--- src/verilog/gsim_pkg.sv ---
`default_nettype none

package gsim_pkg;

    // problem size
    localparam int N_UNK  = 16;     // unknowns per system
    localparam int IDX_W  = 4;      // bits to address one unknown

    // number formats
    localparam int B_W    = 16;     // signed integer right-hand side
    localparam int X_W    = 32;     // signed Q16.16 solution value
    localparam int FRAC_W = 16;     // fractional bits in x
    localparam int ACC_W  = 37;     // weighted sum, five guard bits over x

    // band magnitudes, signs are -, +, - going outward from the diagonal
    localparam int COEF_D1 = 13;    // distance 1
    localparam int COEF_D2 = 6;     // distance 2
    localparam int COEF_D3 = 1;     // distance 3

    // iteration control
    localparam int NUM_SWEEPS = 100; // full passes over all unknowns per job
    localparam int SWEEP_W    = 7;   // holds 0..NUM_SWEEPS-1

    typedef logic signed [B_W-1:0]   b_t;    // b value
    typedef logic signed [X_W-1:0]   x_t;    // x value, Q16.16
    typedef logic        [IDX_W-1:0] idx_t;  // unknown index
    typedef logic signed [ACC_W-1:0] acc_t;  // update accumulator

    // job sequencing
    typedef enum logic [1:0] {
        ST_LOAD   = 2'd0,   // taking b values
        ST_SOLVE  = 2'd1,   // issuing one update per cycle
        ST_DRAIN  = 2'd2,   // last update still in the stage register
        ST_OUTPUT = 2'd3    // presenting x values
    } seq_state_t;

endpackage : gsim_pkg

`default_nettype wire

--- src/verilog/gsim_div20.sv ---
`timescale 1ns/1ps
`default_nettype none

module gsim_div20 (
    input  wire gsim_pkg::acc_t sum,
    output gsim_pkg::x_t        quotient
);
    import gsim_pkg::*;

    // 1/20 ~ (1 + 1/2)(1 + 2^-4 + 2^-8 + ... + 2^-28) / 32
    acc_t pair  [8];   // sum>>>4k + sum>>>(4k+1)
    acc_t quad  [4];   // adjacent pairs added
    acc_t octet [2];   // adjacent quads added
    acc_t total;       // 32 * sum / 20, before the final shift

    always_comb begin
        for (int k = 0; k < 8; k++) begin
            pair[k] = (sum >>> (4 * k)) + (sum >>> (4 * k + 1));   // arithmetic shifts
        end
    end

    // balanced tree keeps the adder depth at four
    always_comb begin
        for (int k = 0; k < 4; k++) begin
            quad[k] = pair[2 * k] + pair[2 * k + 1];
        end
        for (int k = 0; k < 2; k++) begin
            octet[k] = quad[2 * k] + quad[2 * k + 1];
        end
        total = octet[0] + octet[1];
    end

    // drop five bits, round half up using the highest dropped bit
    assign quotient = total[ACC_W-1:ACC_W-X_W] + X_W'(total[ACC_W-X_W-1]);

endmodule : gsim_div20

`default_nettype wire

--- src/verilog/gsim_weighted_sum.sv ---
`timescale 1ns/1ps
`default_nettype none

module gsim_weighted_sum (
    input  wire logic           clk_in,
    input  wire logic           rst_in,
    input  wire logic           issue_en,
    input  wire gsim_pkg::idx_t issue_idx,
    input  wire gsim_pkg::b_t   b_sel,
    input  wire gsim_pkg::x_t   xm1,
    input  wire gsim_pkg::x_t   xp1,
    input  wire gsim_pkg::x_t   xm2,
    input  wire gsim_pkg::x_t   xp2,
    input  wire gsim_pkg::x_t   xm3,
    input  wire gsim_pkg::x_t   xp3,
    output gsim_pkg::acc_t      sum,
    output logic                sum_valid,
    output gsim_pkg::idx_t      sum_idx
);
    import gsim_pkg::*;

    acc_t b_term;    // b scaled up to Q16.16
    acc_t pair1;     // xm1 + xp1
    acc_t pair2;     // xm2 + xp2
    acc_t pair3;     // xm3 + xp3
    acc_t sum_nxt;   // full banded sum

    always_comb begin
        b_term  = acc_t'(b_sel) <<< FRAC_W;     // b * 2^16, sign kept
        pair1   = acc_t'(xm1) + acc_t'(xp1);    // symmetric pairs first
        pair2   = acc_t'(xm2) + acc_t'(xp2);
        pair3   = acc_t'(xm3) + acc_t'(xp3);
        sum_nxt = b_term + pair1 * COEF_D1      // moving -13 to the right side
                - pair2 * COEF_D2               // +6 becomes a subtract
                + pair3 * COEF_D3;              // -1 becomes an add
    end

    // pipeline stage, payload carries no reset
    always_ff @(posedge clk_in) begin
        sum     <= sum_nxt;
        sum_idx <= issue_idx;
    end

    always_ff @(posedge clk_in or posedge rst_in) begin
        if (rst_in) begin
            sum_valid <= 1'b0;
        end else begin
            sum_valid <= issue_en;   // becomes the write enable next cycle
        end
    end

endmodule : gsim_weighted_sum

`default_nettype wire

--- src/verilog/gsim_regfile.sv ---
`timescale 1ns/1ps
`default_nettype none

module gsim_regfile (
    input  wire logic           clk_in,
    input  wire logic           rst_in,
    input  wire logic           load_en,
    input  wire gsim_pkg::idx_t load_idx,
    input  wire gsim_pkg::b_t   b_in,
    input  wire gsim_pkg::idx_t issue_idx,
    output gsim_pkg::b_t        b_sel,
    output gsim_pkg::x_t        xm1,
    output gsim_pkg::x_t        xp1,
    output gsim_pkg::x_t        xm2,
    output gsim_pkg::x_t        xp2,
    output gsim_pkg::x_t        xm3,
    output gsim_pkg::x_t        xp3,
    input  wire logic           wr_en,
    input  wire gsim_pkg::idx_t wr_idx,
    input  wire gsim_pkg::x_t   wr_x,
    input  wire gsim_pkg::idx_t rd_idx,
    output gsim_pkg::x_t        x_out
);
    import gsim_pkg::*;

    b_t b_mem [N_UNK];   // right-hand side, one per unknown
    x_t x_mem [N_UNK];   // current solution estimate

    // neighbour at base+offset, zero off either end of the band
    function automatic x_t gather(input idx_t base, input int offset);
        int n;
        n = int'(base) + offset;
        if (n < 0 || n >= N_UNK) begin
            return '0;   // outside 0..15 contributes nothing
        end
        return x_mem[n[IDX_W-1:0]];
    endfunction

    // b only changes during load
    always_ff @(posedge clk_in) begin
        if (load_en) begin
            b_mem[load_idx] <= b_in;
        end
    end

    // x bank, load clears the slot so every job starts from zero
    always_ff @(posedge clk_in or posedge rst_in) begin
        if (rst_in) begin
            for (int i = 0; i < N_UNK; i++) begin
                x_mem[i] <= '0;
            end
        end else if (load_en) begin
            x_mem[load_idx] <= '0;
        end else if (wr_en) begin
            x_mem[wr_idx] <= wr_x;   // result of the stage update
        end
    end

    // operands for the issued index, same cycle
    always_comb begin
        b_sel = b_mem[issue_idx];
        xm1   = gather(issue_idx, -1);
        xp1   = gather(issue_idx, 1);
        xm2   = gather(issue_idx, -2);
        xp2   = gather(issue_idx, 2);
        xm3   = gather(issue_idx, -3);
        xp3   = gather(issue_idx, 3);
    end

    assign x_out = x_mem[rd_idx];   // readout port for the output stream

endmodule : gsim_regfile

`default_nettype wire

--- src/verilog/gsim_sequencer.sv ---
`timescale 1ns/1ps
`default_nettype none

module gsim_sequencer (
    input  wire logic           clk_in,
    input  wire logic           rst_in,
    input  wire logic           in_valid,
    output logic                in_ready,
    output logic                out_valid,
    input  wire logic           out_ready,
    output logic                load_en,
    output gsim_pkg::idx_t      load_idx,
    output logic                issue_en,
    output gsim_pkg::idx_t      issue_idx,
    output gsim_pkg::idx_t      rd_idx
);
    import gsim_pkg::*;

    seq_state_t         state;     // job phase
    idx_t               pos;       // load, sweep or output position
    logic [SWEEP_W-1:0] sweep;     // completed sweeps in this job
    logic               in_hs;     // input transfer this cycle
    logic               out_hs;    // output transfer this cycle
    logic               last_pos;  // position 15 reached
    logic               last_sweep; // final sweep of the job

    // handshakes straight from state, so both streams hold while stalled
    always_comb begin
        in_ready  = (state == ST_LOAD);    // only take b while loading
        out_valid = (state == ST_OUTPUT);  // x bank is final here
        in_hs     = in_valid && in_ready;
        out_hs    = out_valid && out_ready;
    end

    always_comb begin
        last_pos   = (pos == idx_t'(N_UNK - 1));
        last_sweep = (sweep == SWEEP_W'(NUM_SWEEPS - 1));
    end

    // strobes and indices toward the datapath
    always_comb begin
        load_en   = in_hs;                    // b arrives in index order
        load_idx  = pos;
        issue_en  = (state == ST_SOLVE);      // one update every solve cycle
        issue_idx = {pos[1:0], pos[3:2]};     // 0,4,8,12,1,5,... ordering
        rd_idx    = pos;                      // readout in index order
    end

    always_ff @(posedge clk_in or posedge rst_in) begin
        if (rst_in) begin
            state <= ST_LOAD;
            pos   <= '0;
            sweep <= '0;
        end else begin
            unique case (state)
                ST_LOAD: begin
                    if (in_hs) begin
                        pos <= pos + 1'b1;        // wraps to 0 after b15
                        if (last_pos) begin
                            state <= ST_SOLVE;
                            sweep <= '0;          // fresh sweep count per job
                        end
                    end
                end
                ST_SOLVE: begin
                    pos <= pos + 1'b1;            // position wraps each sweep
                    if (last_pos) begin
                        sweep <= sweep + 1'b1;
                        if (last_sweep) begin
                            state <= ST_DRAIN;    // final issue done
                        end
                    end
                end
                ST_DRAIN: begin
                    // last update lands at the end of this cycle
                    state <= ST_OUTPUT;
                end
                ST_OUTPUT: begin
                    if (out_hs) begin
                        pos <= pos + 1'b1;
                        if (last_pos) begin
                            state <= ST_LOAD;     // ready for the next job
                        end
                    end
                end
            endcase
        end
    end

endmodule : gsim_sequencer

`default_nettype wire

--- src/verilog/gsim_top.sv ---
`timescale 1ns/1ps
`default_nettype none

module gsim_top (
    input  wire logic         clk_in,
    input  wire logic         rst_in,
    input  wire logic         in_valid,
    output logic              in_ready,
    input  wire gsim_pkg::b_t b_in,
    output logic              out_valid,
    input  wire logic         out_ready,
    output gsim_pkg::x_t      x_out
);
    import gsim_pkg::*;

    logic load_en;     // b write strobe from sequencer
    idx_t load_idx;    // index being loaded
    logic issue_en;    // update issue strobe
    idx_t issue_idx;   // index being updated
    idx_t rd_idx;      // readout index
    b_t   b_sel;       // b of the issued index
    x_t   xm1, xp1;    // distance-1 neighbours
    x_t   xm2, xp2;    // distance-2 neighbours
    x_t   xm3, xp3;    // distance-3 neighbours
    acc_t sum;         // registered weighted sum
    logic sum_valid;   // stage holds a live update
    idx_t sum_idx;     // index the stage belongs to
    x_t   x_new;       // divided result, written back

    gsim_sequencer u_seq (
        .clk_in, .rst_in,
        .in_valid, .in_ready,
        .out_valid, .out_ready,
        .load_en, .load_idx,
        .issue_en, .issue_idx,
        .rd_idx
    );

    gsim_regfile u_rf (
        .clk_in, .rst_in,
        .load_en, .load_idx, .b_in,
        .issue_idx, .b_sel,
        .xm1, .xp1, .xm2, .xp2, .xm3, .xp3,
        .wr_en  (sum_valid),   // write back one cycle after issue
        .wr_idx (sum_idx),
        .wr_x   (x_new),
        .rd_idx, .x_out
    );

    gsim_weighted_sum u_wsum (
        .clk_in, .rst_in,
        .issue_en, .issue_idx, .b_sel,
        .xm1, .xp1, .xm2, .xp2, .xm3, .xp3,
        .sum, .sum_valid, .sum_idx
    );

    gsim_div20 u_div (
        .sum,
        .quotient (x_new)
    );

endmodule : gsim_top

`default_nettype wire

--- config.mk ---
export PLATFORM = sky130hd
export DESIGN_NAME = gsim_top
export DESIGN_NICKNAME = d
export VERILOG_FILES = /design/src/verilog/gsim_pkg.sv /design/src/verilog/gsim_div20.sv /design/src/verilog/gsim_weighted_sum.sv /design/src/verilog/gsim_regfile.sv /design/src/verilog/gsim_sequencer.sv /design/src/verilog/gsim_top.sv
export SDC_FILE = /design/constraint.sdc
export NUM_CORES = 2
export LEC_CHECK = 0
export CORE_UTILIZATION = 65
export CTS_CLUSTER_DIAMETER = 150
export CTS_CLUSTER_SIZE = 20
export DETAILED_ROUTE_END_ITERATION = 8
export DONT_BUFFER_PORTS = 1
export PLACE_DENSITY = 0.81
export REMOVE_ABC_BUFFERS = 1
export SETUP_SLACK_MARGIN = 0.15
export SYNTH_ARGS = -nofsm -noshare
export SYNTH_HDL_FRONTEND = slang
export SYNTH_HIERARCHICAL = 1
export SYNTH_SLANG_ARGS = --single-unit
export TNS_END_PERCENT = 20
--- constraint.sdc ---
create_clock -name clk_in -period 22.9 [get_ports clk_in]
set_input_delay 4.58 -clock clk_in [delete_from_list [all_inputs] [get_ports clk_in]]
set_output_delay 4.58 -clock clk_in [all_outputs]
set_load 0.05 [all_outputs]
==> Word-level counts from Yosys, hierarchy flattened <==
Memory sizes are Yosys's and may differ from the RTL's.
Cells that the tools add are included.
Widths: inputs -> output; s select.
{ "word_totals": {"ff_bits": 567, "latchBits": 0, "mem_bits_rw": 256, "rom_bits": 0, "in_bits": 20, "output_inout_bits": 34, "wordCells": 177, "mem_count": 1} }
{ "classes": {"add_sub_neg": 30, "multipliers": 2, "div_mod_pow": 0, "magnitude_cmp": 22, "n_eq_ne": 11, "shifts": 0, "muxes": 62, "bitwise_logic": 10, "reduce_logical": 17} }
{ "mem_list": {"columns": ["memory", "words", "word_bits", "rd", "rd_clocked_by_memory_dff", "write_ports", "line", "text"], "rows": [
  ["u_rf.b_mem", 16, 16, 1, 0, 1, "gsim_regfile.sv:26", "b_t b_mem [N_UNK];"]
]} }
{ "op_table": {"columns": ["cell", "n"], "rows": [
  ["$mux 512", 2],
  ["$bmux 32 s4", 7],
  ["$mux 32", 28],
  ["$and 512x512->512", 1],
  ["$bwmux 512", 1],
  ["$not 512->512", 1],
  ["$demux 32 s4", 2],
  ["$ge 32x6->1 const B", 6],
  ["$lt 32x1->1 const B", 6],
  ["$add 37x37->37", 3],
  ["$add 32x32->33", 3],
  ["$ge 5x5->1 const B", 8],
  ["$not 4->5", 8],
  ["$add 32x37->37", 1],
  ["$add 37x24->37", 1],
  ["$add 37x36->37", 1],
  ["$mul 37x3->36 const B", 1],
  ["$mul 37x5->37 const B", 1],
  ["$sub 37x37->37", 1],
  ["$add 33x32->34", 1],
  ["$add 32x1->32", 1],
  ["$add 30x26->31", 1],
  ["$add 29x28->30", 1],
  ["$add 25x24->26", 1],
  ["other kinds (36)", 67]
]} }

==> Depth between registers and ports, before layout <==
{ "depth": {"word_depth": 11, "depth_mapped": 49, "mapped_depth_nobuf": 44} }

==> Modules after synthesis <==
The synthesis kept the hierarchy.
{ "by_module_without_submodules": {"columns": ["mod", "n_inst", "cells_per_inst", "area_per_inst_um2", "seq_area_each_um2"], "rows": [
  ["gsim_regfile", 1, 3758, 49950.4, 20499.7],
  ["gsim_weighted_sum", 1, 1417, 12441.9, 845.8],
  ["gsim_div20", 1, 1293, 11999.0, 0.0],
  ["gsim_sequencer", 1, 83, 827.0, 325.3]
]} }

==> Worst setup path before layout <==
No wires, ideal clock.
{ "synth_path": {"path_type": "flip-flop to flip-flop", "start": "reg u_seq.pos[0] (netlist: u_seq/load_idx[0])", "end": "reg u_wsum.sum[36]", "setup_ns": 0.120, "arrival_time_ns": 10.544, "required_time_ns": 22.780, "path_slack_ns": 12.236, "stages_incl_launch_ff": 50, "path_buffers": 5, "period_less_slack_ns": 10.664, "path_cell_list": "dfrtp_1 buf_2 inv_1 buf_2 ha_1 ha_1 buf_1 buf_1 mux2i_1 o22ai_1 ha_1 fa_1 a211oi_1 o21ai_1 a311oi_1 a21o_1 nand2b_1 a21o_1 [14 not listed] ha_1 inv_1 fa_1 fa_1 fa_1 inv_1 ha_1 clkbuf_1 a21o_1 a21o_1 a21oi_1 o21ai_1 a21o_1 a21o_1 a22oi_1 o211a_1 xor2_1 xnor2_1"} }
{ "synth_between": {"elab_cells_between_ends": 69, "classes_between": "add/sub (12); mul (2); order compare (12); mux (30); bitwise (6); reduce/logical (6); memory (1)"} }
{ "synth_rtl": {"columns": ["element", "line", "text"], "rows": [
  ["start, declared", "gsim_sequencer.sv:20", "idx_t pos;"],
  ["start signal, assigned", "gsim_sequencer.sv:58", "pos <= pos + 1'b1;"],
  ["start signal, assigned", "gsim_sequencer.sv:66", "pos <= pos + 1'b1;"],
  ["start signal, assigned", "gsim_sequencer.sv:80", "pos <= pos + 1'b1;"],
  ["$add 5x2->6 (*)", "gsim_regfile.sv:32", "n = int'(base) + offset;"],
  ["parallel branches: the longest is 4 deep, another holds $lt 32x1->1", null, null],
  ["$mux 32 (*)", "gsim_regfile.sv:36", "return x_mem[n[IDX_W-1:0]];"],
  ["via xm2[0]", "gsim_top.sv:23", "x_t xm2, xp2;"],
  ["$add 32x32->33 (*)", "gsim_weighted_sum.sv:31", "pair2 = acc_t'(xm2) + acc_t'(xp2);"],
  ["$mul 37x3->36 (*)", "gsim_weighted_sum.sv:34", "- pair2 * COEF_D2"],
  ["$sub 37x37->37 (*)", "gsim_weighted_sum.sv:34", null],
  ["$add 37x37->37 (*)", "gsim_weighted_sum.sv:35", "+ pair3 * COEF_D3;"],
  ["via u_wsum.sum_nxt[36]", "gsim_weighted_sum.sv:26", "acc_t sum_nxt;"],
  ["end signal, assigned", "gsim_weighted_sum.sv:40", "sum <= sum_nxt;"],
  ["end, declared", "gsim_weighted_sum.sv:16", "output gsim_pkg::acc_t sum,"]
]} }
Mark *: on every way through the listed nets, which the timed path passes. The select of a mux whose other input is x is not followed.
A chain may end at the register's enable or synchronous reset.

==> Worst setup path after layout <==
{ "layout_path": {"start": "reg u_seq.pos[2] (netlist: u_seq/load_idx[2])", "end": "reg u_wsum.sum[36]"} }
Same word-level chain as after synthesis.

==> flow_summary_export.csv <==
group,metric,value,unit
synth,syn_area,75220,um^2
synth,syn_inst,6551,
synth,yosysMostFrequentCell,"inv_1",
status,violations,"design-rule violations",
setup_path,critPathBufInv,5,
synth,yosys-top-cells-count,"inv_1 (618), mux4_2 (604), mux2i_1 (592), dfrtp_1 (526), nand2_1 (508)",
power,power,2.459,mW
power,p_comb_share,0.8,%
die,die_area,117100,um^2
detailed_routing,routed_wl,247700,um
power,switching_share,22.15,%
power,p_leak,33.09,nW
clock_network,clk_pin_slew,0.10,ns
die,die_w,342.2,um
power,peakVddDrop,0.08321,mV
final_layout,final-seq-area,21690,um^2
synth,synth_area_leaders,"mux4_2 (18%), dfrtp_1 (17%), fa_1 (11%), edfxtp_1 (10%), mux2i_1 (7.9%)",
clock_network,cts_tree,"done",
synth,ys_types,103,
setup_path,rr_worst_depth,43,
clock_network,cts_made_buffers,47,
clock_network,clk_latency,0.69,ns
final_layout,layoutNonFillerInstCount,7851,
status,status,"finished with violations",
sta,fmax,79.56,MHz
setup_path,critPathMaxFanout,116,
clock_network,hold_buffers,0,
final_layout,nNetsFinal,7154,
die,die_y,342.2,um
hold_path,hold_path_end,"u_seq/sweep[6]",
sta,worst_slew_pin_slew,1.386,ns
setup_path,rr_startpoint,"u_seq/load_idx[2]",
detailed_routing,viasPerCell,7.609,
final_layout,area_growth,3.696,%
placement,gp_congestion,1.010,
synth,ys_seq_elements,823,
die,initial_core_util,65.69,%
sta,hold_viol,0,
clock_network,cts_post_setup_buffers_inserted,0,
synth,synth_warnings,6,
detailed_routing,wire_per_inst,31.54,um
sta,finalCritPeriodShare,54.89,%
power,power_density,31.53,nW/um^2
setup_path,crit_family,"compound AO/OA/AOI/OAI gates",
setup_path,cp_slowest_cell,"dfrtp_4",
grt,grt_max_degree,152,
synth,synth_area_per_cell,11.48,um^2
hold_path,worstHoldPathCells,1,
setup_path,cp.arrival,13.18,ns
placement,placed_cells,7755,
power,internal-power,1.914,mW
placement,dpl_worst_slack,10.45,ns
grt,grt-ovfl-total,0,
clock_network,ctsRootBufferMaster,"clkbuf_16",
synth,synth_top_cell_by_area,"mux4_2",
sta,rsz0062_at_grt,"no",
final_layout,fill_cells,8069,
final_layout,drive_above_1_share,14.58,%
clock_network,htreeDepth,2,
die,rows,124,
flow_run,max_cap_viol_count,0,
sta,period_minus_slack,12.57,ns
synth,synth_top_area_share,18.08,%
clock_network,cts.path.max_buffers,3,
final_layout,multiInputGateArea,49610,um^2
hold_path,hold_path.class,"flop to flop",
grt,grtUsageTotal,42.20,%
clock_network,clkSinkCount,823,
grt,grt_pass1_wl,365800,um
sta,clock_skew,0.06939,ns
die,ios,54,
power,switching_power,0.5448,mW
setup_path,r2r_slack,10.33,ns
sta,slew_violations,0,
grt,antenna_found_initial,12,
setup_path,critical_path_required,23.51,ns
clock_network,cts_resized,0,
detailed_routing,drc,42,
detailed_routing,drt_first_iter_violations,9363,
power,seqPwrFrac,61.6,%
synth,ys_seq_area_share,28.81,%
placement,hpwl,164500,um
sta,slew_headroom,7.291,%
synth,synth_flop_cell,"dfrtp_1",
setup_path,rr_endpoint,"u_wsum/sum[36]",
setup_path,path_depth,43,
power,pwr-share-clk,37.6,%
synth,ys_async_sr_fraction,63.91,%
detailed_routing,num_vias,59740,
setup_path,start_kind,"flop",
synth,synth_edf_count,256,
grt,grt_pass1_vias,59670,
placement,io_buffers,0,
hold_path,worst_hold_startpoint,"u_seq/sweep[6]",
die,core-area,114500,um^2
sta,setup_viol,0,
setup_path,slowest_delay,0.93,ns
setup_path,crit_type,"flop to flop",
detailed_routing,dr.pass1.iters,9,
final_layout,fin_util,68.12,%
sta,fin_ws,10.33,ns
setup_path,critPathCaptureType,"flop",
detailed_routing,postRouteAntennaNets,0,
==> power by group through the flow <==
| stage | Combinational (mW) | Sequential, mW | Clock, mW |
|---|---|---|---|
| after floorplan | 0.0135 | 1.55 | 0 |
| after global placement | 0.0202 | 1.54 | 0 |
| after detailed placement | 0.0207 | 1.54 | 0 |
| after CTS | 0.0206 | 1.51 | 0.926 |
| after global routing | 0.0230 | 1.51 | 0.975 |
| final | 0.0199 | 1.51 | 0.925 |
==> cell type report <==
cell class              count  area share [%]
multi-input cells        4662           63.60
flip-flops and latches    823           27.80
inverters                 619           2.990
well taps                1512           2.425
clock buffers              82           1.704
repair buffers            139           1.386
clock inverters             4         0.05935
diodes                     10         0.03208
==> cell usage in the layout, fill, tap and decap left out, types with 233 or more instances in the layout <==
| cell | instances |
|---|---|
| edfxtp_1 | 256 |
| dfrtp_1 | 522 |
| nand2_1 | 501 |
| fa_1 | 405 |
| o22ai_1 | 451 |
| mux2i_1 | 591 |
| inv_1 | 616 |
| mux4_2 | 604 |
| o21ai_0 | 233 |
| ha_1 | 435 |
==> worst max-delay path by stage <==
stage	startpoint	endpoint	slack, ns
2_1_floorplan	u_seq/load_idx[2]	u_wsum/sum[36]	-7.43
3_3_place_gp	u_seq/load_idx[2]	u_wsum/sum[36]	10.64
3_5_place_dp	u_seq/load_idx[2]	u_wsum/sum[36]	10.45
4_1_cts	u_seq/load_idx[2]	u_wsum/sum[36]	10.42
5_1_grt	u_seq/load_idx[2]	u_wsum/sum[36]	9.48
6_report	u_seq/load_idx[2]	u_wsum/sum[36]	10.33
==> flip-flops by register name, indices dropped and copies added (netlist names) <==
signal,flops
u_wsum/sum_valid,1
u_wsum/sum_idx,4
u_rf/b_mem,256
u_seq/load_idx,4
u_seq/sweep,7
u_wsum/sum,37
u_seq/state,2
u_rf/x_mem,512
==> logic make-up after synthesis <==
| group | after synthesis | synth area share, % |
|---|---|---|
| adders and majority gates | 842 | 18.05 |
| buffers and inverters | 1066 | 5.892 |
| DFF | 823 | 28.81 |
| muxes | 1208 | 26.14 |
| and+or+nand+nor | 934 | 5.597 |
| AOI/OAI and AO/OA | 1439 | 12.66 |
| xor gates and xnor gates | 239 | 2.848 |
==> layer usage <==
metal / vias to the layer above / GRT usage (%) / share of wire (%)
li1: 23950 / - / -
met1: 29200 / 50.50 / 33
met2: 5103 / 60.41 / 42
met3: 1463 / 21.18 / 17
met4: 25 / 26.33 / 7.9
met5: - / 2.042 / 0.19
==> through the flow <==
step                setup TNS, ns  hold slack (ns)  cell area [um^2]
finish                          0           0.4925             78000
global route                    0           0.5134             77980
CTS                             0           0.4797             77970
detailed placement              0           0.4631             76600
global placement                0           0.4590             76600
floorplan                 -825.33           0.4371             73110
Power figures use the tool's default switching activity.
